==> config.mk <==
export PLATFORM = sky130hd
export DESIGN_NAME = fetch_pc_gen
export DESIGN_NICKNAME = d
export VERILOG_FILES = /design/src/rtl/fetch_pkg.sv /design/src/rtl/fetch_pc_gen.sv
export SDC_FILE = /design/constraint.sdc
export NUM_CORES = 1
export LEC_CHECK = 0
export ABC_CLOCK_PERIOD_IN_PS = 3000
export BUFFER_PORTS_ARGS = -buffer_cell sky130_fd_sc_hd__clkbuf_2
export CAP_MARGIN = 20
export CORE_MARGIN = 5
export CORE_UTILIZATION = 53
export DETAILED_ROUTE_END_ITERATION = 16
export GPL_ROUTABILITY_DRIVEN = 0
export GPL_TIMING_DRIVEN = 0
export PLACE_DENSITY = 0.88
export SYNTH_ARGS = -nofsm -noshare
export SYNTH_HDL_FRONTEND = slang
export SYNTH_SLANG_ARGS = --single-unit
==> constraint.sdc <==
create_clock -name clk -period 3 [get_ports clk]
set_input_delay 0.9 -clock clk [delete_from_list [all_inputs] [get_ports clk]]
set_output_delay 0.9 -clock clk [all_outputs]
set_load 0.02 [all_outputs]
==> src/rtl/fetch_pkg.sv <==
package fetch_pkg;

   ////////////////////
   // widths
   ////////////////////

   // one 16-bit instruction word
   typedef logic [15:0] inst_t;

   // word address into instruction memory
   typedef logic [15:0] pc_t;

   // unresolved branches in flight, saturates at max_branches
   typedef logic [1:0] bcnt_t;

   // two-bit saturating predictor counter
   typedef logic [1:0] ctr_t;

   ////////////////////
   // opcode fields
   ////////////////////

   // jump when top nibble is all ones
   localparam logic [3:0] jump_op = 4'hf;

   // branch when top two bits match and bits 13:12 nonzero
   localparam logic [1:0] branch_op_hi = 2'b10;

   // limit on unresolved branches
   localparam bcnt_t max_branches = 2'd2;

endpackage

==> src/rtl/fetch_pc_gen.sv <==
`timescale 1ns/10ps

module fetch_pc_gen (
   input  logic             clk,
   input  logic             rst_n,
   input  logic [2:0]       pc_step,
   input  logic             taken_valid,
   input  logic [1:0]       taken_slot,
   input  fetch_pkg::inst_t taken_inst,
   input  logic             redirect_valid,
   input  fetch_pkg::pc_t   redirect_pc,
   output fetch_pkg::pc_t   pc
);

   fetch_pkg::pc_t branch_pc;
   fetch_pkg::pc_t offset;
   fetch_pkg::pc_t target;
   fetch_pkg::pc_t next_pc;

   ////////////////////
   // branch target
   ////////////////////

   // pc of the taken branch itself
   assign branch_pc = pc + fetch_pkg::pc_t'(taken_slot);

   // signed 8-bit offset in low byte
   assign offset = {{8{taken_inst[7]}}, taken_inst[7:0]};

   assign target = branch_pc + offset;

   ////////////////////
   // next pc
   ////////////////////

   // redirect, then taken branch, then sequential step
   always_comb begin
      if (redirect_valid) begin
         next_pc = redirect_pc;
      end else if (taken_valid) begin
         next_pc = target;
      end else begin
         next_pc = pc + fetch_pkg::pc_t'(pc_step);
      end
   end

   // fetch pc register
   always_ff @(posedge clk or negedge rst_n) begin
      if (!rst_n) begin
         pc <= '0;
      end else begin
         pc <= next_pc;
      end
   end

endmodule

After elaboration in Yosys (flattened, before gate mapping)

Index checks and enable logic that the tools add are counted.

Memories: 0
Bits in latches: 0
Logic and storage cells: 6
Bits in writable memories: 0
Input bits: 41
Register bits after elaboration: 16
ROM bits: 0
Output and inout port bits: 16

Reductions and logical operators: 0
Muxes and demuxes: 2
Bitwise operators: 0
$add $sub $neg: 3
Shift operators: 0
Multiply operators: 0
Equal/unequal tests: 0
Div/mod/pow operators: 0
Order comparisons: 0

Operator list:

| cell                                     | count |
|---|---|
| 16-bit two-way mux                       | 2 |
| 16-bit adder                             | 1 |
| 16-bit by 2-bit adder with 16-bit output | 1 |
| 16-bit by 3-bit adder with 16-bit output | 1 |

Longest topological paths before layout

Gate-level depths: netlist of run 1.

Word-level depth: 4
Depth in mapped cells: 12
Depth with buffers taken out: 12

Worst setup path before layout of run 1

No wires, ideal clock.

Path kind: input to register
From: in taken_slot[1]
To: reg pc[15]
Required time: 2.930 ns
Path buffers: 0
Library setup time: 0.070 ns
Setup slack: -0.350 ns
Data arrival time: 3.280 ns
Stages: 10
Cell sequence: fa_1 -> ha_1 -> inv_1 -> fa_1 -> and2b_1 -> o31ai_1 -> a2111oi_2 -> o221ai_1 -> a211o_1 -> nand3_1

Longest elaborated chain between the ends: 4

RTL lines:

| item                                     | RTL line           | source |
|---|---|---|
| from (decl)                              | fetch_pc_gen.sv:8  | `input logic [1:0] taken_slot,` |
| 16-bit by 2-bit adder with 16-bit output | fetch_pc_gen.sv:25 | `assign branch_pc = pc + fetch_pkg::pc_t'(taken_slot);` |
| 16-bit adder                             | fetch_pc_gen.sv:30 | `assign target = branch_pc + offset;` |
| 16-bit two-way mux                       | fetch_pc_gen.sv:40 | `end else if (taken_valid) begin` |
| 16-bit two-way mux                       | fetch_pc_gen.sv:38 | `if (redirect_valid) begin` |
| net next_pc[15]                          | fetch_pc_gen.sv:18 | `fetch_pkg::pc_t next_pc;` |
| to (signal assigned)                     | fetch_pc_gen.sv:52 | `pc <= next_pc;` |
| to (decl)                                | fetch_pc_gen.sv:12 | `output fetch_pkg::pc_t pc` |

The timed path passes the listed nets, and every way through them passes these cells.

Worst setup path after layout of run 1

From: in taken_slot[1]
To: reg pc[11]

Same word-level chain as after synthesis.

==> run metrics, run 1 <==
Via density=5.92; core area=3660 um^2; RSZ-0062 raised after global routing=yes; R2R Path Start=pc[1]; post-route cell area=2500 um^2; Cell variety after synth=53; Congestion Overflow GR=0; placed cells=329; # IOs=57; H-tree depth=1; share of cells above drive strength 1=28.4%; simple-gate share of the synthesized area=17.2%; Mapped Area=1990 um^2; clk sink count=16; total track usage=20.7%; setup slack after layout=-226 ps; Slew @ Worst Pin=714 ps; # diodes=0; Post-Synth XOR/XNOR Area=8.81%; Die Wd=71.2 um; final WL=5560 um; Num CTS Buffers=3; largest net degree at the start of global routing=17; Synth top area share=20.1%; VDD IR max=0.000507 V; Crit Path Category=primary input to flip-flop; Syn Inst Count=234; CP bufs+invs=2; Compound-Gate Fraction of Synth Area=23.0%; Layout Area Growth over Synthesis=25.7%; number of synthesis warnings=0; DRC viols=0; Vias=2012; row count=22; main area contributors after synthesis=dfrtp_1 (20%), ha_1 (19%), xnor2_1 (4.8%), fa_1 (4.0%), nand2_1 (4.0%); Die H=71.2 um; vias in the first global route=1902; largest fanout on the critical path=4; number of hold buffers added after cts=0; Worst setup EP type=flip-flop; cell accounting for the most synthesized area=dfrtp_1; global-route wire length before repair=8680 um; clk buf depth=2; post-synthesis mux area share=3.21%; max incr delay on CP=530 ps; share of the clock period used by the worst path=108%; failing checks=negative setup slack; Port-buffer cells=47; Post-Layout Cell Count=340; CP arrival=3390 ps; hpwl dp=4210 um; Hold Crit Class=primary input to asynchronous set/reset pin; # setup viols final=6; NetSw=836 uW; biggest regs=pc x16; Sw Share=47.8%; status=complete, but fails checks; critical path startpoint category=primary input; clock power share=11.7%; max reg flops=16; Final Skew=1.83 ps; slowest cell on the critical path=fa_1; fin crit period=3230 ps; P per Cell Area=701 nW/um^2; most common cell after layout, fill and taps aside=clkbuf_2; post-synthesis async set-or-reset flop share=100%; max_cap viols=0; dpl ws=-543 ps; Int Power=915 uW; Routed Antenna Nets=0; Syn Area/Cell=8.50 um^2; CP startpoint=taken_slot[1]; Post-Synth Adder-Cell Area=22.9%; Nets=368; CTS root buf=clkbuf_8; initial drt markers=118; Pins Over Slew Limit=0; initial antenna violation count=0; post-synthesis sequential area ratio=20.1%; Slew headroom=52.4%; sequential power share=20.6%; full die area=5080 um^2; CP required=3160 ps; kind of cell adding the most delay to the critical path=adder cells; Initial DRT Pass Iterations=4; Post-synth top flop=dfrtp_1; Placed Area=2320 um^2; main combinational cell family by area after synthesis=compound AO/OA/AOI/OAI gates; Highest Clock Rate=310 MHz; Final Hold Fails=0; initial core utilization=54.3%; clk_lat worst skew=260 ps; Leak Pwr=0.00120 uW; number of flops mapped to enable cells by yosys=0; Critical Path, Cell by Cell=buf_6, fa_1, ha_2, inv_2, fa_2, and2b_2, o31ai_4, a2111oi_4, or3_2, a21oi_1, o31ai_1; CTS tree=done; clock-pin slew on the worst setup and hold paths=70 ps; Logic pwr share=67.7%; Yosys reg bits=16; post-DR wirelength/cell=16.4 um; most frequent cells in the layout=clkbuf_2 (46), ha_1 (28), nand2_1 (21), inv_1 (18), dfrtp_1 (16); Synth Net Count=309; Reg with most FFs=pc
[timing repair]
| item | 4_1_cts | 5_1_grt |
|---|---|---|
| hold endpoints to repair | 0 | 0 |
| setup endpoints to repair | 5 | 9 |
| gates cloned | 0 | 0 |
| pin swaps | 7 | 13 |
| buffers inserted | 5 | 4 |
| resized for setup | 6 | 8 |
[cell type report]
type                    count  area [um^2]
well taps                  48         60.1
clock buffers               4         55.1
multi-input cells         193         1590
plain buffers               5         18.8
flip-flops and latches     16          400
inverters                  20         75.1
repair buffers             54          298
fillers                   282         1160
[stage by stage]
stage / total power (uW) / setup TNS [ps] / utilization [%] / hold WS [ps]
after floorplan: 1160 / -480 / - / 604
after global placement: 1390 / -2420 / 63.4 / 601
after detailed placement: 1420 / -2580 / 63.4 / 614
after CTS: 1680 / -981 / 66.7 / 582
after global routing: 1880 / -1590 / 68.3 / 613
final: 1750 / -980 / 68.3 / 572
[cells in the mapped netlist (3+ instances only)]
library cell	number
xor2_1	9
a211oi_1	3
a21o_1	3
o21ai_0	14
nand2_1	21
clkbuf_1	4
a21oi_1	14
nor3_1	4
dfrtp_1	16
nor2_1	13
mux2i_1	3
fa_1	4
inv_1	19
nand3_1	7
xnor2_1	11
mux2_2	3
o21a_1	5
o211ai_1	4
ha_1	30
[path summary, 6_finish.rpt]
path / endpoint / slack, ps / cells after the start
setup / recovery: pc[11] / -230 / 11
hold / removal: pc[3] / 570 / 1
setup reg to reg: pc[11] / 110 / 10
hold reg to reg: pc[15] / 620 / 2
max in group asynchronous: pc[11] / 2110 / 1
min in group clk: pc[15] / 620 / 2
[per-layer routing]
layer	wire [um]	share of wire, %	global-route usage (%)
met3	331	6.0	2.10
met2	2750	49	36.4
met5	0	0	0
met4	92	1.7	4.59
met1	2380	43	27.3
[power groups by stage]
stage	logic, uW	clock network, uW	registers, uW
3_3_place_gp	1030	0	358
6_report	1190	206	360
5_1_grt	1300	209	368
3_5_place_dp	1060	0	362
2_1_floorplan	751	0	406
4_1_cts	1120	203	357
[cells by family (layout without fill, tap and decap cells)]
kind of cell	Yosys count	in the layout
xor+xnor	20	20
mux	6	6
compound gates	66	66
simple gates	67	67
flops	16	16
fa+ha+maj	34	34
buf+inv	25	83
[worst reg2reg max path, stage by stage, from the launching register on]
cell and delay [ps]:
dfrtp_1 430, fa_1 500, ha_2 190, inv_2 40, fa_2 330, and2b_2 260
o31ai_4 80, a2111oi_4 430, or3_2 190, a21oi_1 80, o31ai_1 260
No activity file was read; power rests on OpenSTA's default activity.
==> inputs of run 2 (changes only) <==
- ABC_CLOCK_PERIOD_IN_PS: 3000 -> 4000
- CORE_UTILIZATION: 53 -> 57
- PLACE_DENSITY: 0.88 -> 0.93
- clock period: 3 -> 4 ns (I/O delays scaled with it)
==> run 2 against run 1 <==
  * The run now ends clean
  * First-iteration DRC count down 2.5%
  * Hold slack better by 82 ps
  * Via count down 1.6%
  * Critical path depth unchanged
  * Critical endpoint unchanged
  * Final area down 6.8%
  * Sequential power down 25%
  * Highest routed layer unchanged
==> run metrics, run 2 (synthesized netlist as in run 1, its figures left out) <==
max reg flops=16 (unchanged); # diodes=0 (unchanged); fin crit period=3820 ps; CTS root buf=clkbuf_4 (was clkbuf_8); vias in the first global route=2034 (was 1902); Port-buffer cells=47 (unchanged); Hold Crit Start=pc[15]; Via density=5.98 (was 5.92); global-route wire length before repair=8970 um (was 8680 um); largest fanout on the critical path=4 (unchanged); setup tns final=0 ps (was -980 ps); Layout Area Growth over Synthesis=17.2% (was 25.7%); initial drt markers=115 (was 118); Routed Antenna Nets=0 (unchanged); clk_lat worst skew=290 ps (was 260 ps); Leak Pwr=0.00113 uW (was 0.00120 uW); # setup viols final=0 (was 6); critical path startpoint category=primary input (unchanged); CTS tree=done (unchanged); core area=3360 um^2 (was 3660 um^2); initial core utilization=59.1% (was 54.3%); Slew headroom=53.9% (was 52.4%); status=complete, no violations (was complete, but fails checks); Num CTS Buffers=3 (unchanged); Post CTS Setup Buffer Count=0 (was 5); multi-input logic area=1510 um^2 (was 1590 um^2); R2R Path Start=pc[1] (unchanged); Vias=1980 (was 2012); Highest Clock Rate=262 MHz; share of the clock period used by the worst path=95.4%; register area=400 um^2 (unchanged); setup slack after layout=182 ps (was -226 ps); post-DR wirelength/cell=15.7 um (was 16.4 um); cells on worst reg2reg path=10 (unchanged); CP arrival=3980 ps (was 3390 ps); max_cap viols=0 (unchanged); Worst setup EP type=flip-flop (unchanged); share of cells above drive strength 1=22.1% (was 28.4%); Congestion Overflow GR=0 (unchanged); full die area=4770 um^2 (was 5080 um^2); Slew @ Worst Pin=692 ps (was 714 ps); Final Hold Fails=0 (unchanged); CP required=4160 ps (was 3160 ps); H-tree depth=1 (unchanged); clk sink count=16 (unchanged); largest net degree at the start of global routing=17 (unchanged); Hold Crit Endpoint=pc[15]; Nets=361 (was 368); Hold Crit Class=flip-flop to flip-flop (was primary input to asynchronous set/reset pin); FILL cells=295 (was 282); most frequent cells in the layout=clkbuf_2 (47), ha_1 (30), nand2_1 (21), inv_1 (19), dfrtp_1 (16) (was clkbuf_2 (46), ha_1 (28), nand2_1 (21), inv_1 (18), dfrtp_1 (16)); Final Skew=7.61 ps (was 1.83 ps); Die H=69.1 um (was 71.2 um); Worst R2R End=pc[11] (unchanged); clk buf depth=2 (unchanged); initial antenna violation count=0 (unchanged); final WL=5200 um (was 5560 um); DRC viols=0 (unchanged); Die Wd=69.1 um (was 71.2 um); P per Cell Area=504 nW/um^2 (was 701 nW/um^2); biggest regs=pc x16 (unchanged); # IOs=57 (unchanged); dpl ws=-196 ps (was -543 ps); Initial DRT Pass Iterations=4 (unchanged); total track usage=22.3% (was 20.7%); Crit Path Category=primary input to flip-flop (unchanged); VDD IR max=0.000266 V (was 0.000507 V); clock-pin slew on the worst setup and hold paths=90 ps (was 70 ps); Hold Path Cell Cnt=2; post-layout util=69.3% (was 68.3%); hpwl dp=4320 um (was 4210 um); Pins Over Slew Limit=0 (unchanged); row count=21 (was 22); Reg2Reg Setup Slack=770 ps (was 110 ps); Reg with most FFs=pc (unchanged); most common cell after layout, fill and taps aside=clkbuf_2 (unchanged)
## run 2: cell count changes in the layout (fill, tap and decap cells not counted), sizes merged
cell / before / now
buf: 9 / 1
clkbuf: 54 / 55
## run 2: power breakdown
group          internal (uW)  switching, uW  leakage [uW]
combinational            338            457      0.000919
clock                   55.4           53.8     0.0000210
sequential               202           68.0      0.000189
total                    595            578       0.00113
## run 2: layer usage
layer,track usage (%),vias to the layer above,share of wire (%)
li1,-,963,-
met2,37.9,70,50
met4,9.33,0,3.5
met1,27.0,929,41
met3,4.80,18,5.3
met5,0,-,0
## run 2: per-stage QoR
| step | total power, uW | area, um^2 | cells | hold slack, ps |
|---|---|---|---|---|
| 5_1_grt | 1280 | 2330 | 331 | 699 |
| 3_5_place_dp | 1050 | 2280 | 327 | 633 |
| 6_report | 1170 | 2330 | 331 | 654 |
| 4_1_cts | 1160 | 2320 | 331 | 658 |
| 3_3_place_gp | 1010 | 2280 | 327 | 603 |
| 2_1_floorplan | 843 | 1990 | 234 | 705 |
## run 2: critical path: stages
cell and delay [ps]:
clkbuf_2 90, fa_1 470, ha_1 240, inv_1 80, fa_1 180, and2b_1 220
o31ai_1 570, a2111oi_4 200, or3_2 440, a21oi_1 190, o31ai_1 100
## run 2: how the worst max path moves through the flow
stage	start	end	slack [ps]	cells past startpoint
final	taken_slot[1]	pc[11]	180	11
after global routing	taken_slot[1]	pc[11]	-1	11
after CTS	taken_slot[1]	pc[15]	90	11
after detailed placement	taken_slot[1]	pc[15]	-200	11
after global placement	taken_slot[1]	pc[15]	-100	11
after floorplan	taken_slot[1]	pc[15]	350	10
## run 2: layout make-up
class	count	area share (%)
multi-input cells	193	64.7
well taps	46	2.47
plain buffers	5	0.806
flip-flops and latches	16	17.2
repair buffers	47	10.1
inverters	20	3.22
clock buffers	4	1.56
## run 2: what timing repair did
item                       in CTS  in global routing
setup endpoints to repair       0                  2
gates resized for setup         0                  1
hold buffers                    0                  0
