## src/rtl/fetch_pkg.sv

```systemverilog
package fetch_pkg;

   ////////////////////
   // widths
   ////////////////////

   // one 16-bit instruction word
   typedef logic [15:0] inst_t;

   // word address into instruction memory
   typedef logic [15:0] pc_t;

   // unresolved branches in flight, saturates at max_branches
   typedef logic [1:0] bcnt_t;

   // two-bit saturating predictor counter
   typedef logic [1:0] ctr_t;

   ////////////////////
   // opcode fields
   ////////////////////

   // jump when top nibble is all ones
   localparam logic [3:0] jump_op = 4'hf;

   // branch when top two bits match and bits 13:12 nonzero
   localparam logic [1:0] branch_op_hi = 2'b10;

   // limit on unresolved branches
   localparam bcnt_t max_branches = 2'd2;

endpackage

```

## src/rtl/branch_predictor.sv

```systemverilog
`timescale 1ns/10ps

module branch_predictor #(
   parameter int BPRED_INDEX_BITS = 4
) (
   input  logic           clk,
   input  logic           rst_n,
   input  fetch_pkg::pc_t pc,
   input  logic [1:0]     first_slot,
   input  logic [1:0]     second_slot,
   input  logic           resolve_valid,
   input  fetch_pkg::pc_t resolve_pc,
   input  logic           resolve_taken,
   output logic [1:0]     pred
);

   localparam int ENTRIES = 1 << BPRED_INDEX_BITS;

   typedef logic [BPRED_INDEX_BITS-1:0] idx_t;

   // counter table
   fetch_pkg::ctr_t ctr [ENTRIES];

   fetch_pkg::pc_t first_pc;
   fetch_pkg::pc_t second_pc;
   idx_t first_idx;
   idx_t second_idx;
   idx_t train_idx;

   ////////////////////
   // lookup
   ////////////////////

   // pc of each branch = group pc + slot
   assign first_pc  = pc + fetch_pkg::pc_t'(first_slot);
   assign second_pc = pc + fetch_pkg::pc_t'(second_slot);

   // low pc bits pick the entry
   assign first_idx  = idx_t'(first_pc);
   assign second_idx = idx_t'(second_pc);
   assign train_idx  = idx_t'(resolve_pc);

   // bit 1 first branch, bit 0 second, counter msb is the guess
   assign pred = {ctr[first_idx][1], ctr[second_idx][1]};

   ////////////////////
   // training
   ////////////////////

   // up on taken, down on not taken, saturating
   always_ff @(posedge clk or negedge rst_n) begin
      if (!rst_n) begin
         for (int i = 0; i < ENTRIES; i++) begin
            // weakly not taken
            ctr[i] <= 2'b01;
         end
      end else if (resolve_valid) begin
         if (resolve_taken) begin
            if (ctr[train_idx] != 2'b11) begin
               ctr[train_idx] <= ctr[train_idx] + 2'b01;
            end
         end else begin
            if (ctr[train_idx] != 2'b00) begin
               ctr[train_idx] <= ctr[train_idx] - 2'b01;
            end
         end
      end
   end

endmodule

```

## config.mk

```make
export PLATFORM = sky130hd
export DESIGN_NAME = branch_predictor
export DESIGN_NICKNAME = d
export VERILOG_FILES = /design/src/rtl/fetch_pkg.sv /design/src/rtl/branch_predictor.sv
export SDC_FILE = /design/constraint.sdc
export NUM_CORES = 1
export LEC_CHECK = 0
export BUFFER_PORTS_ARGS = -buffer_cell sky130_fd_sc_hd__buf_4
export CAP_MARGIN = 20
export CORE_AREA = 2 2 76 78
export CTS_CLUSTER_DIAMETER = 30
export DETAILED_ROUTE_END_ITERATION = 6
export DIE_AREA = 0 0 78 80
export SYNTH_ARGS = -nofsm -noshare
export SYNTH_HDL_FRONTEND = slang
export SYNTH_SLANG_ARGS = --single-unit
```

## constraint.sdc

```tcl
create_clock -name clk -period 3.7 [get_ports clk]
set_input_delay 0.37 -clock clk [delete_from_list [all_inputs] [get_ports clk]]
set_output_delay 0.37 -clock clk [all_outputs]
set_load 0.01 [all_outputs]
```

Word-level counts from Yosys, hierarchy flattened

Index checks and enable logic that the tools add are counted.

Register bits: 32
Bits in latches: 0
RAM bits: 0
Bits in read-only memories: 0
Input port bits: 40
Output and inout port bits: 2
Logic and storage cells: 49
Memories: 0

Add/subtract/negate cells: 4
Multiply operators: 0
Divide/modulo/power cells: 0
Order comparisons: 4
Equality and inequality tests: 2
Shift-type cells: 0
Multiplexer cells: 16
Bitwise logic cells: 3
Reductions and logical operators: 4

Operator list:

| operator              | number |
|---|---|
| $mux W32              | 3 |
| $bwmux W32            | 2 |
| $bmux W2 S4           | 3 |
| $ge A5 B5 Y1 const B  | 3 |
| $not A4 Y5            | 3 |
| $mux W2               | 7 |
| $add A4 B2 Y4         | 2 |
| $demux W2 S4          | 1 |
| $lt A5 B1 Y1 const B  | 1 |
| $reduce_bool A2 Y1    | 2 |
| $reduce_and A3 Y1     | 1 |
| $add A2 B1 Y2 const B | 1 |
| $ne A2 B1 Y1 const B  | 1 |
| $ne A2 B2 Y1 const B  | 1 |
| $sub A2 B1 Y2 const B | 1 |
| $logic_and A1 B1 Y1   | 1 |

Longest topological paths before layout

Gate-level depths: netlist of run 1.

Word-level depth: 8
Gate-level depth with buffers: 11
Gate-level depth less buffers: 9

Least setup slack after synthesis of run 1

OpenSTA, ideal clock, no wires.

Kind: input-to-reg
Start: input port resolve_pc[1]
End: register ctr[7] (netlist bit)
Setup time: 125 ps
Data arrival time: 2,709 ps
Required time: 3,575 ps
Path slack: 866 ps
Cell stages on the path: 11
Buffers on the path: 2
Cell sequence: buf_2 > buf_4 > mux2i_1 > nand2_1 > o21a_1 > mux4_2 > ha_1 > mux2i_1 > and4bb_2 > nor2b_1 > mux2_2

Cells in the longest elaborated chain, start to end: 8
Elaborated cells between the ends (all ways): 21
Those cells by class: add/sub: 2; order compare: 2; eq/ne: 2; mux: 10; bitwise: 1; reduce/logical: 4

Ends and longest elaborated chain:

| item                                                                 | RTL line                                       | text |
|---|---|---|
| start: declaration                                                   | branch_predictor.sv:12                         | `input fetch_pkg::pc_t resolve_pc,` |
| $not A4 Y5 (implied by the code) (*)                                 | -                                              |  |
| $bmux W2 S4 (tied with other cells)                                  | -                                              |  |
| $mux W2 (implied by the code) or $logic_and A1 B1 Y1 (tied branches) | -                                              |  |
| $mux W2 (on tied branches)                                           | -                                              |  |
| $sub A2 B1 Y2 (tied with other cells)                                | branch_predictor.sv:64                         | `ctr[train_idx] <= ctr[train_idx] - 2'b01;` |
| $bwmux W32 (on tied branches)                                        | branch_predictor.sv:64, branch_predictor.sv:60 |  |
| $mux W32 (on tied branches)                                          | branch_predictor.sv:63, branch_predictor.sv:59 |  |
| $mux W32                                                             | branch_predictor.sv:58                         | `if (resolve_taken) begin` |
| end signal: indexed assignment                                       | branch_predictor.sv:60                         | `ctr[train_idx] <= ctr[train_idx] + 2'b01;` |
| end signal: indexed assignment                                       | branch_predictor.sv:64                         |  |
| end: declaration                                                     | branch_predictor.sv:22                         | `fetch_pkg::ctr_t ctr [ENTRIES];` |

Mark *: on every way between the ends. The rest lies on a longest branch, timed or not. The select of a mux whose other input is x is not followed.
A chain may end at the register's enable or synchronous reset.

Final worst setup path of run 1

Start: register ctr[5] (netlist bit)
End: register ctr[27] (netlist bit)

Cells in the longest elaborated chain, start to end: 7
Elaborated cells between the ends (all ways): 15
Those cells by class: add/sub: 2; eq/ne: 2; mux: 8; reduce/logical: 3

Ends and longest elaborated chain:

| item                                           | RTL line |
|---|---|
| $bmux W2 S4 (*)                                | - |
| $mux W2 (implied by the code) (*) (2 in a row) | - |
| $sub A2 B1 Y2 or $add A2 B1 Y2 (tied branches) | branch_predictor.sv:64, branch_predictor.sv:60 |
| $bwmux W32 (on tied branches)                  | branch_predictor.sv:64, branch_predictor.sv:60 |
| $mux W32 (on tied branches)                    | branch_predictor.sv:63, branch_predictor.sv:59 |
| $mux W32                                       | branch_predictor.sv:58 |

Marks and branches as above.

==> flow_summary_export.csv, run 1 <==
group,metric,value,unit
sta,tns,0,ns
finish,final_common_cell,"mux2_2",
cts,clk_pin_slew,0.07,ns
cts,clk_latency,0.29,ns
finish,n_antenna_cell,0,
yosys,yosys.area_share.simple,7.07,%
placement,dpl_worst_slack,0.323,ns
sta,period_needed,3.10,ns
detailed_routing,drc,0,
die,die_w,78,um
die,rows,27,
worst_setup_path,crit_slowest_cell,"mux4_1",
yosys,syn-num-nets,200,
pwr,pwr_density_cell,719,nW/um2
sta,drv_slew,0,
worst_setup_path,worstPathArrival,3.27,ns
yosys,synth-edff-count,0,
sta,clock.fmax,0.323,GHz
outcome,status,"finished clean",
placement,place.gp.congestion,0.778,
grt,top_usage_layer,"met2",
worst_setup_path,slowest_delay,0.54,ns
die,ios,42,
grt,track_usage,15.6,%
yosys,synth_top_family_by_area,"multiplexers",
worst_hold_path,min_path_type,"input port to asynchronous set/reset pin",
cts,post_cts_buffers,0,
yosys,async_reset_ff_share,100,%
sta,rsz0062_at_grt,"no",
sta,tightest_slew,0.638,ns
worst_setup_path,cp-start-kind,"flop",
flow_run,drv_cap,0,
sta,hold_viol,0,
finish,fin_nets,218,
sta,setup_viol,0,
pwr,leakagePower,0.976,nW
finish,stdcell_area,2370,um2
yosys,avgSynthCellArea,13.7,um2
worst_setup_path,end_kind,"flop",
detailed_routing,routed_via_density,5.47,
grt,gr-usage-met2,27.8,%
sta,period_share,83.7,%
detailed_routing,totalWireLength,4390,um
finish,drive_gt1_share,55.0,%
grt,grt_max_degree,33,
yosys,synthCells,152,
grt,antenna_found_initial,0,
pwr,irDropWorstVdd,0.221,mV
yosys,ys_ff_latch,32,
detailed_routing,drt_iter0_drc,42,
placement,placed_cell_area,2270,um2
pwr,power,1.70,mW
sta,holdWs,0.00963,ns
die,fp.coreArea,5410,um2
cts,cts-htree-levels,2,
worst_setup_path,crit_chain,"mux4_1 > mux4_2 > ha_1 > mux2i_1 > nand4b_1 > nor3_1 > mux2_2",
grt,grt_overflow,0,
yosys,synthAdderAreaFrac,5.51,%
worst_setup_path,crit_family,"multiplexers",
yosys,seq_area_frac_synth,39.3,%
yosys,synth_xor_area_share,2.10,%
detailed_routing,detail_route.first_pass.iterations,4,
worst_setup_path,worstPathRequired,3.88,ns
cts,cts_sinks,32,
sta,maxSlewHeadroom,57.1,%
worst_setup_path,path_class,"flop to flop",
grt,met3_usage,4.41,%
yosys,synth_compound_area_share,3.11,%
yosys,netlist_area,2090,um2
sta,skew,0.00393,ns
cts,cts_made_buffers,5,
detailed_routing,routedWlPerCell,18.1,um
worst_setup_path,worstPathMaxFanout,4,
yosys,ys_types,29,
finish,syn2layout_area_growth,13.3,%
cts,holdBufCountCts,0,
finish,fillers,517,
detailed_routing,vias,1328,
cts,cts_tree,"built",
yosys,synth_ff_type,"dfstp_2",
detailed_routing,antenna_left,0,
cts,cts_root_buf,"clkbuf_8",
die,chipHeight,80,um
sta,fin_ws,0.602,ns
grt,grt_pass1_vias,1447,
cts,cts_resized,0,
yosys,yosys_warnings,0,
yosys,synthMuxAreaShare,40.7,%
grt,gr-usage-met1,17.8,%
grt,grt_pass1_wl,7350,um
die,initial_core_util,38.7,%
placement,port_buffers,17,
finish,layout_common_cells,"mux2_2, buf_4, dfstp_2, dfrtp_1, mux4_2",
placement,dp.final_hpwl,3350,um
worst_setup_path,path_buf_inv,0,
die,die_area,6240,um2
cts,clock_path_buffers,2,
metrics by stage:
stage	std cells	utilization [%]
2_1_floorplan	152	-
3_3_place_gp	234	41.9
5_1_grt	243	43.8
6_report	243	43.8
3_5_place_dp	234	41.9
4_1_cts	242	43.7
path summary, 6_finish.rpt:
check / end / depth (start not counted) / startpoint / slack (ns)
max: ctr[27] / 7 / ctr[5] / 0.60
min: ctr[3] / 1 / rst_n / 0.01
max reg2reg: ctr[27] / 7 / ctr[5] / 0.60
min reg2reg: ctr[19] / 1 / ctr[19] / 0.56
max in group asynchronous: asynchronous set/reset pin / 1 / rst_n / 3.37
min in group clk: ctr[29] / 3 / resolve_pc[3] / 0.53
synthesized netlist by cell type (3+ instances only):
master	number	area share, %
nor2_1	10	1.8
o21ai_0	4	0.96
dfstp_2	16	20
dfrtp_1	16	19
mux2i_1	5	2.4
clkbuf_1	3	0.54
nand2_1	9	1.6
mux2_2	36	19
nor3_1	3	0.72
xnor2_1	3	1.3
ha_1	6	3.6
o21a_1	4	1.4
mux4_2	14	15
mux4_1	3	3.8
power by group:
part / switching [mW] / total, mW / internal (mW)
clock: 0.133 / 0.281 / 0.148
sequential: 0.129 / 0.721 / 0.591
combinational: 0.282 / 0.701 / 0.419
cells by family after synthesis:
logic type / count (synthesis)
multiplexers: 58
flip-flops: 32
AND/OR/NAND/NOR: 30
AO/OA/AOI/OAI: 10
buffers and inverters: 9
adder cells (fa/ha/maj): 8
XOR/XNOR: 5
per-layer routing:
| layer | vias to the layer above | routed length, um |
|---|---|---|
| met1 | 680 | 1760 |
| met4 | 0 | 91 |
| li1 | 615 | - |
| met5 | - | 0 |
| met3 | 7 | 177 |
| met2 | 26 | 2360 |
layout make-up:
type / count / area, um2 / area share (%)
multi-input combinational: 111 / 1220 / 51.6
sequential: 32 / 821 / 34.7
timing repair buffer: 18 / 135 / 5.71
tap: 72 / 90.1 / 3.81
clock buffer: 6 / 82.6 / 3.49
clock inverter: 2 / 10.0 / 0.423
inverter: 2 / 7.51 / 0.317
No activity file was read; power rests on OpenSTA's default activity.
==> run 2, diff against run 1 <==
==> constraint.sdc (replaced) <==
create_clock -name clk -period 2.9 [get_ports clk]
set_input_delay 0.29 -clock clk [delete_from_list [all_inputs] [get_ports clk]]
set_output_delay 0.29 -clock clk [all_outputs]
set_load 0.01 [all_outputs]
==> flow_summary_export.csv, run 2 (synthesis gave the netlist of run 1 again) <==
group,metric,value,unit
outcome,status,"finished clean",
detailed_routing,totalWireLength,4820,um
cts,cts_tree,"built",
worst_setup_path,cp-start-kind,"flop",
die,ios,42,
finish,syn2layout_area_growth,27.7,%
pwr,cell_internal_pwr,1.74,mW
grt,antenna_found_initial,0,
cts,clock_path_buffers,2,
detailed_routing,routedWlPerCell,17.4,um
sta,clock.fmax,0.349,GHz
pwr,power,2.51,mW
detailed_routing,drc,0,
cts,cts-htree-levels,2,
finish,multi_input_area,1260,um2
finish,layout_common_cells,"buf_4, mux2_2, mux4_2",
pwr,p_sw_share,30.6,%
sta,tightest_slew,0.630,ns
detailed_routing,drt_iter0_drc,33,
worst_setup_path,path_class,"flop to flop",
die,fp.coreArea,5410,um2
worst_setup_path,end_kind,"flop",
worst_setup_path,crit_slowest_cell,"mux4_2",
sta,skew,0.00459,ns
die,rows,27,
finish,regArea,821,um2
pwr,leakagePower,1.13,nW
sta,setup_viol,0,
placement,place.gp.congestion,0.854,
finish,fin_util,49.4,%
die,die_w,78,um
pwr,p_seq_share,34.7,%
finish,n_antenna_cell,0,
cts,clk_pin_slew,0.06,ns
worst_setup_path,slowest_delay,0.52,ns
grt,grt_overflow,0,
cts,cts_sinks,32,
detailed_routing,detail_route.first_pass.iterations,4,
finish,final_common_cell,"buf_4",
cts,clk_latency,0.28,ns
placement,placed_cell_area,2500,um2
placement,dp.final_hpwl,3810,um
pwr,clockPowerShare,15.0,%
grt,grt_pass1_vias,1571,
finish,fillers,508,
pwr,combinationalPowerShare,50.3,%
worst_hold_path,min_path_type,"input port to asynchronous set/reset pin",
sta,hold_viol,0,
cts,cts_made_buffers,5,
sta,tns,0,ns
sta,period_needed,2.87,ns
worst_setup_path,worstPathMaxFanout,4,
grt,track_usage,16.0,%
finish,drive_gt1_share,65.9,%
sta,period_share,98.9,%
worst_setup_path,worstPathRequired,3.07,ns
grt,grt_max_degree,33,
pwr,p_switching,0.768,mW
detailed_routing,routed_via_density,5.31,
grt,grt_pass1_wl,7550,um
pwr,irDropWorstVdd,0.287,mV
sta,drv_slew,0,
placement,port_buffers,17,
detailed_routing,vias,1470,
cts,cts_root_buf,"clkbuf_8",
die,die_area,6240,um2
die,initial_core_util,38.7,%
detailed_routing,antenna_left,0,
worst_setup_path,worstPathArrival,3.04,ns
die,chipHeight,80,um
sta,maxSlewHeadroom,57.8,%
finish,stdcell_area,2670,um2
flow_run,drv_cap,0,
finish,fin_nets,252,
pwr,pwr_density_cell,939,nW/um2
worst_setup_path,crit_chain,"mux4_2 > mux4_2 > buf_4 > inv_2 > ha_2 > mux2i_4 > and4bb_2 > buf_4 > nand3b_1 > mux2_2",
==> run 2: cell types whose count changed in the layout (fill, tap and decap cells not counted), moves of 3 or more <==
cell | previous run | this run
mux4_1 | 3 | 0
mux4_2 | 14 | 17
o21ai_1 | 0 | 3
buf_4 | 18 | 51
o21ai_0 | 4 | 1
==> run 2: worst max-delay path: cells and delay by family, from the launching register on <==
family	cells	cell delay, ns
adders and majority gates	1	0.19
DFF	1	0.38
muxes	4	1.43
buffers and inverters	3	0.35
and+or+nand+nor	2	0.40
==> run 2: final timing paths <==
check,endpoint,slack [ns],start,depth (start not counted)
worst max register to register,ctr[15],0.03,ctr[27],10
min in group clk,ctr[23],0.51,resolve_pc[2],3
worst min register to register,ctr[21],0.61,ctr[21],2
max in group asynchronous,asynchronous set/reset pin,2.09,rst_n,2
worst max-delay path,ctr[15],0.03,ctr[27],10
worst min-delay path,ctr[9],0.49,rst_n,2
==> run 2: per-layer routing <==
layer	track usage [%]	up-vias	wire (um)	part of all wire, %
met1	18.6	753	1900	39
li1	-	678	-	-
met4	5.26	0	86	1.8
met5	0	-	0	0
met3	3.85	7	155	3.2
met2	29.1	32	2680	56
==> run 2: timing repair <==
| item | CTS | global route |
|---|---|---|
| gates resized for setup | 2 | 13 |
| pin swaps | 1 | 3 |
| cloned | 0 | 0 |
| endpoints found under the hold margin | 16 | 0 |
| endpoints found under the setup margin | 16 | 13 |
| hold buffers | 1 | 0 |
| buffers inserted | 0 | 3 |
==> run 2: final cells by class <==
type | count | share of cell area (%)
Clock buffer | 8 | 3.75
Inverter | 2 | 0.281
Multi-Input combinational cell | 111 | 47.1
Sequential cell | 32 | 30.8
Tap cell | 72 | 3.38
Timing Repair Buffer | 52 | 14.7
==> run 2: power by group through the flow <==
| stage | clock [mW] | combinational (mW) | sequential, mW |
|---|---|---|---|
| final | 0.375 | 1.26 | 0.869 |
| after floorplan | 0 | 0.691 | 0.862 |
| after global routing | 0.408 | 1.36 | 0.896 |
| after global placement | 0 | 1.10 | 0.854 |
| after detailed placement | 0 | 1.16 | 0.877 |
| after CTS | 0.387 | 1.19 | 0.869 |
==> run 2: through the flow <==
| stage | setup WS [ns] | hold slack (ns) | cells |
|---|---|---|---|
| floorplan | 0.146 | -0.00559 | 152 |
| global placement | -0.199 | 0.237 | 265 |
| detailed placement | -0.314 | 0.251 | 265 |
| CTS | 0.0234 | 0.493 | 274 |
| global route | -0.0202 | 0.509 | 277 |
| finish | 0.0315 | 0.485 | 277 |
==> run 3, diff against run 2 <==
==> constraint.sdc (replaced) <==
create_clock -name clk -period 2.8 [get_ports clk]
set_input_delay 0.28 -clock clk [delete_from_list [all_inputs] [get_ports clk]]
set_output_delay 0.28 -clock clk [all_outputs]
set_load 0.01 [all_outputs]
==> flow_summary_export.csv, run 3 (synthesis gave the netlist of run 1 again) <==
group,metric,value,unit
worst_setup_path,path_class,"flop to flop",
grt,top_usage_layer,"met2",
finish,n_antenna_cell,0,
sta,hold_viol,0,
grt,met3_usage,3.85,%
placement,placed_cells,265,
detailed_routing,drc,0,
worst_setup_path,cp-start-kind,"flop",
grt,gr-usage-met1,17.8,%
finish,layout_common_cells,"buf_4, mux2_2, mux4_2",
pwr,leakagePower,1.15,nW
die,die_w,78,um
outcome,status,"finished clean",
grt,grt_pass1_wl,7950,um
worst_setup_path,crit-reg2reg-launch,"ctr[25]",
cts,cts_root_buf,"clkbuf_8",
die,initial_core_util,38.7,%
finish,drive_gt1_share,68.4,%
sta,setup_viol,0,
worst_setup_path,cp_common_cell,"mux4_2",
cts,clock_path_buffers,2,
worst_setup_path,crit_chain,"mux4_2 > mux4_2 > ha_2 > mux2i_4 > nand4b_1 > nor3_2 > buf_4 > mux2_2",
finish,fin_nets,253,
die,die_area,6240,um2
sta,period_needed,2.80,ns
sta,rsz0062_at_grt,"yes",
worst_setup_path,reg2reg_to,"ctr[29]",
placement,dp.final_hpwl,3740,um
detailed_routing,vias,1453,
detailed_routing,totalWireLength,4740,um
sta,clock.fmax,0.357,GHz
finish,final_common_cell,"buf_4",
worst_setup_path,worstPathMaxFanout,4,
detailed_routing,detail_route.first_pass.iterations,4,
worst_setup_path,crit_family,"multiplexers",
cts,cts_made_buffers,5,
placement,place.gp.congestion,0.786,
grt,antenna_found_initial,0,
pwr,pwr_density_cell,980,nW/um2
detailed_routing,drt_iter0_drc,91,
worst_hold_path,whs_endpoint,"ctr[23]",
die,fp.coreArea,5410,um2
detailed_routing,routedWlPerCell,17.1,um
grt,grt_overflow,0,
placement,port_buffers,17,
grt,track_usage,16.8,%
worst_setup_path,worstPathArrival,2.97,ns
worst_setup_path,crit_slowest_cell,"mux4_2",
cts,cts_sinks,32,
worst_hold_path,min-delay-start,"resolve_pc[2]",
die,rows,27,
die,chipHeight,80,um
worst_setup_path,rrSetupSlack,0.003,ns
detailed_routing,routed_via_density,5.23,
finish,fin_cells,278,
sta,drv_slew,0,
sta,maxSlewHeadroom,56.2,%
finish,syn2layout_area_growth,29.4,%
cts,cts-htree-levels,2,
cts,clk_latency,0.28,ns
finish,fin_util,50.0,%
grt,gr-usage-met2,32.7,%
sta,skew,0.00597,ns
worst_setup_path,slowest_delay,0.51,ns
worst_hold_path,hold_path_depth,3,
sta,period_share,99.9,%
grt,grt_pass1_vias,1636,
worst_hold_path,min_path_type,"input port to flop",
worst_setup_path,worstPathRequired,2.97,ns
pwr,irDropWorstVdd,0.316,mV
grt,grt_max_degree,33,
cts,cts_tree,"built",
cts,clk_pin_slew,0.06,ns
finish,fillers,489,
die,ios,42,
worst_setup_path,reg2reg_depth,8,
worst_setup_path,path_buf_inv,1,
sta,tightest_slew,0.654,ns
flow_run,drv_cap,0,
worst_setup_path,end_kind,"flop",
detailed_routing,antenna_left,0,
==> run 3: cell types whose count changed in the layout (fill, tap and decap cells not counted), moves of 2 or more <==
cell and change:
nor2_1 -2, o21ai_1 -2, clkbuf_8 -2, o21ai_0 +2
nor2_2 +2
==> run 3: repair_timing <==
item	in CTS	in global routing
endpoints found under the setup margin	30	19
resized for setup	10	9
pin swaps	2	3
hold endpoints to repair	16	0
buffers inserted	0	4
gates cloned	0	0
hold buffers	1	0
==> run 3: worst register-to-register path, delay by kind of cell (launching register included) <==
family | cells | cell delay, ns
mux | 4 | 1.49
simple gates | 2 | 0.46
flops | 1 | 0.38
fa+ha+maj | 1 | 0.21
buf+inv | 1 | 0.16
==> run 3: layout make-up <==
type	count	area, um2	area share, %
repair buffers	53	400	14.8
multi-input cells	111	1280	47.2
clock buffers	6	72.6	2.68
inverters	2	7.51	0.278
clock inverters	2	35.0	1.30
well taps	72	90.1	3.33
flip-flops and latches	32	821	30.4
==> run 3: routing by layer <==
metal	up-vias	part of all wire, %
li1	682	-
met5	-	0
met1	737	39
met2	28	56
met3	6	3.6
met4	0	1.3
==> run 3: report_power, final <==
part	internal [mW]	total, mW	switching (mW)
registers	0.782	0.903	0.121
clock network	0.264	0.427	0.164
logic	0.812	1.32	0.507
==> run 3: per-stage QoR <==
stage                     cell area, um2  total power [mW]  worst slack (ns)  hold WS (ns)  TNS [ns]
final                               2700              2.65           0.00260         0.430         0
after global placement              2500              2.03            -0.284         0.224     -6.00
after CTS                           2640              2.60            0.0229         0.458         0
after detailed placement            2500              2.11            -0.382         0.246     -8.00
after floorplan                     2090              1.61            0.0565       -0.0156         0
after global routing                2700              2.83           -0.0640         0.441    -0.337
==> run 3: worst max path at each step <==
stage             startpoint      end  slack [ns]  cells past startpoint
2_1_floorplan  resolve_pc[1]   ctr[7]        0.06                     11
3_3_place_gp   resolve_pc[0]  ctr[19]       -0.28                      8
3_5_place_dp   resolve_pc[0]   ctr[1]       -0.38                      8
4_1_cts              ctr[25]  ctr[29]        0.02                      8
5_1_grt              ctr[29]  ctr[29]       -0.06                      8
6_report             ctr[25]  ctr[29]       0.003                      8
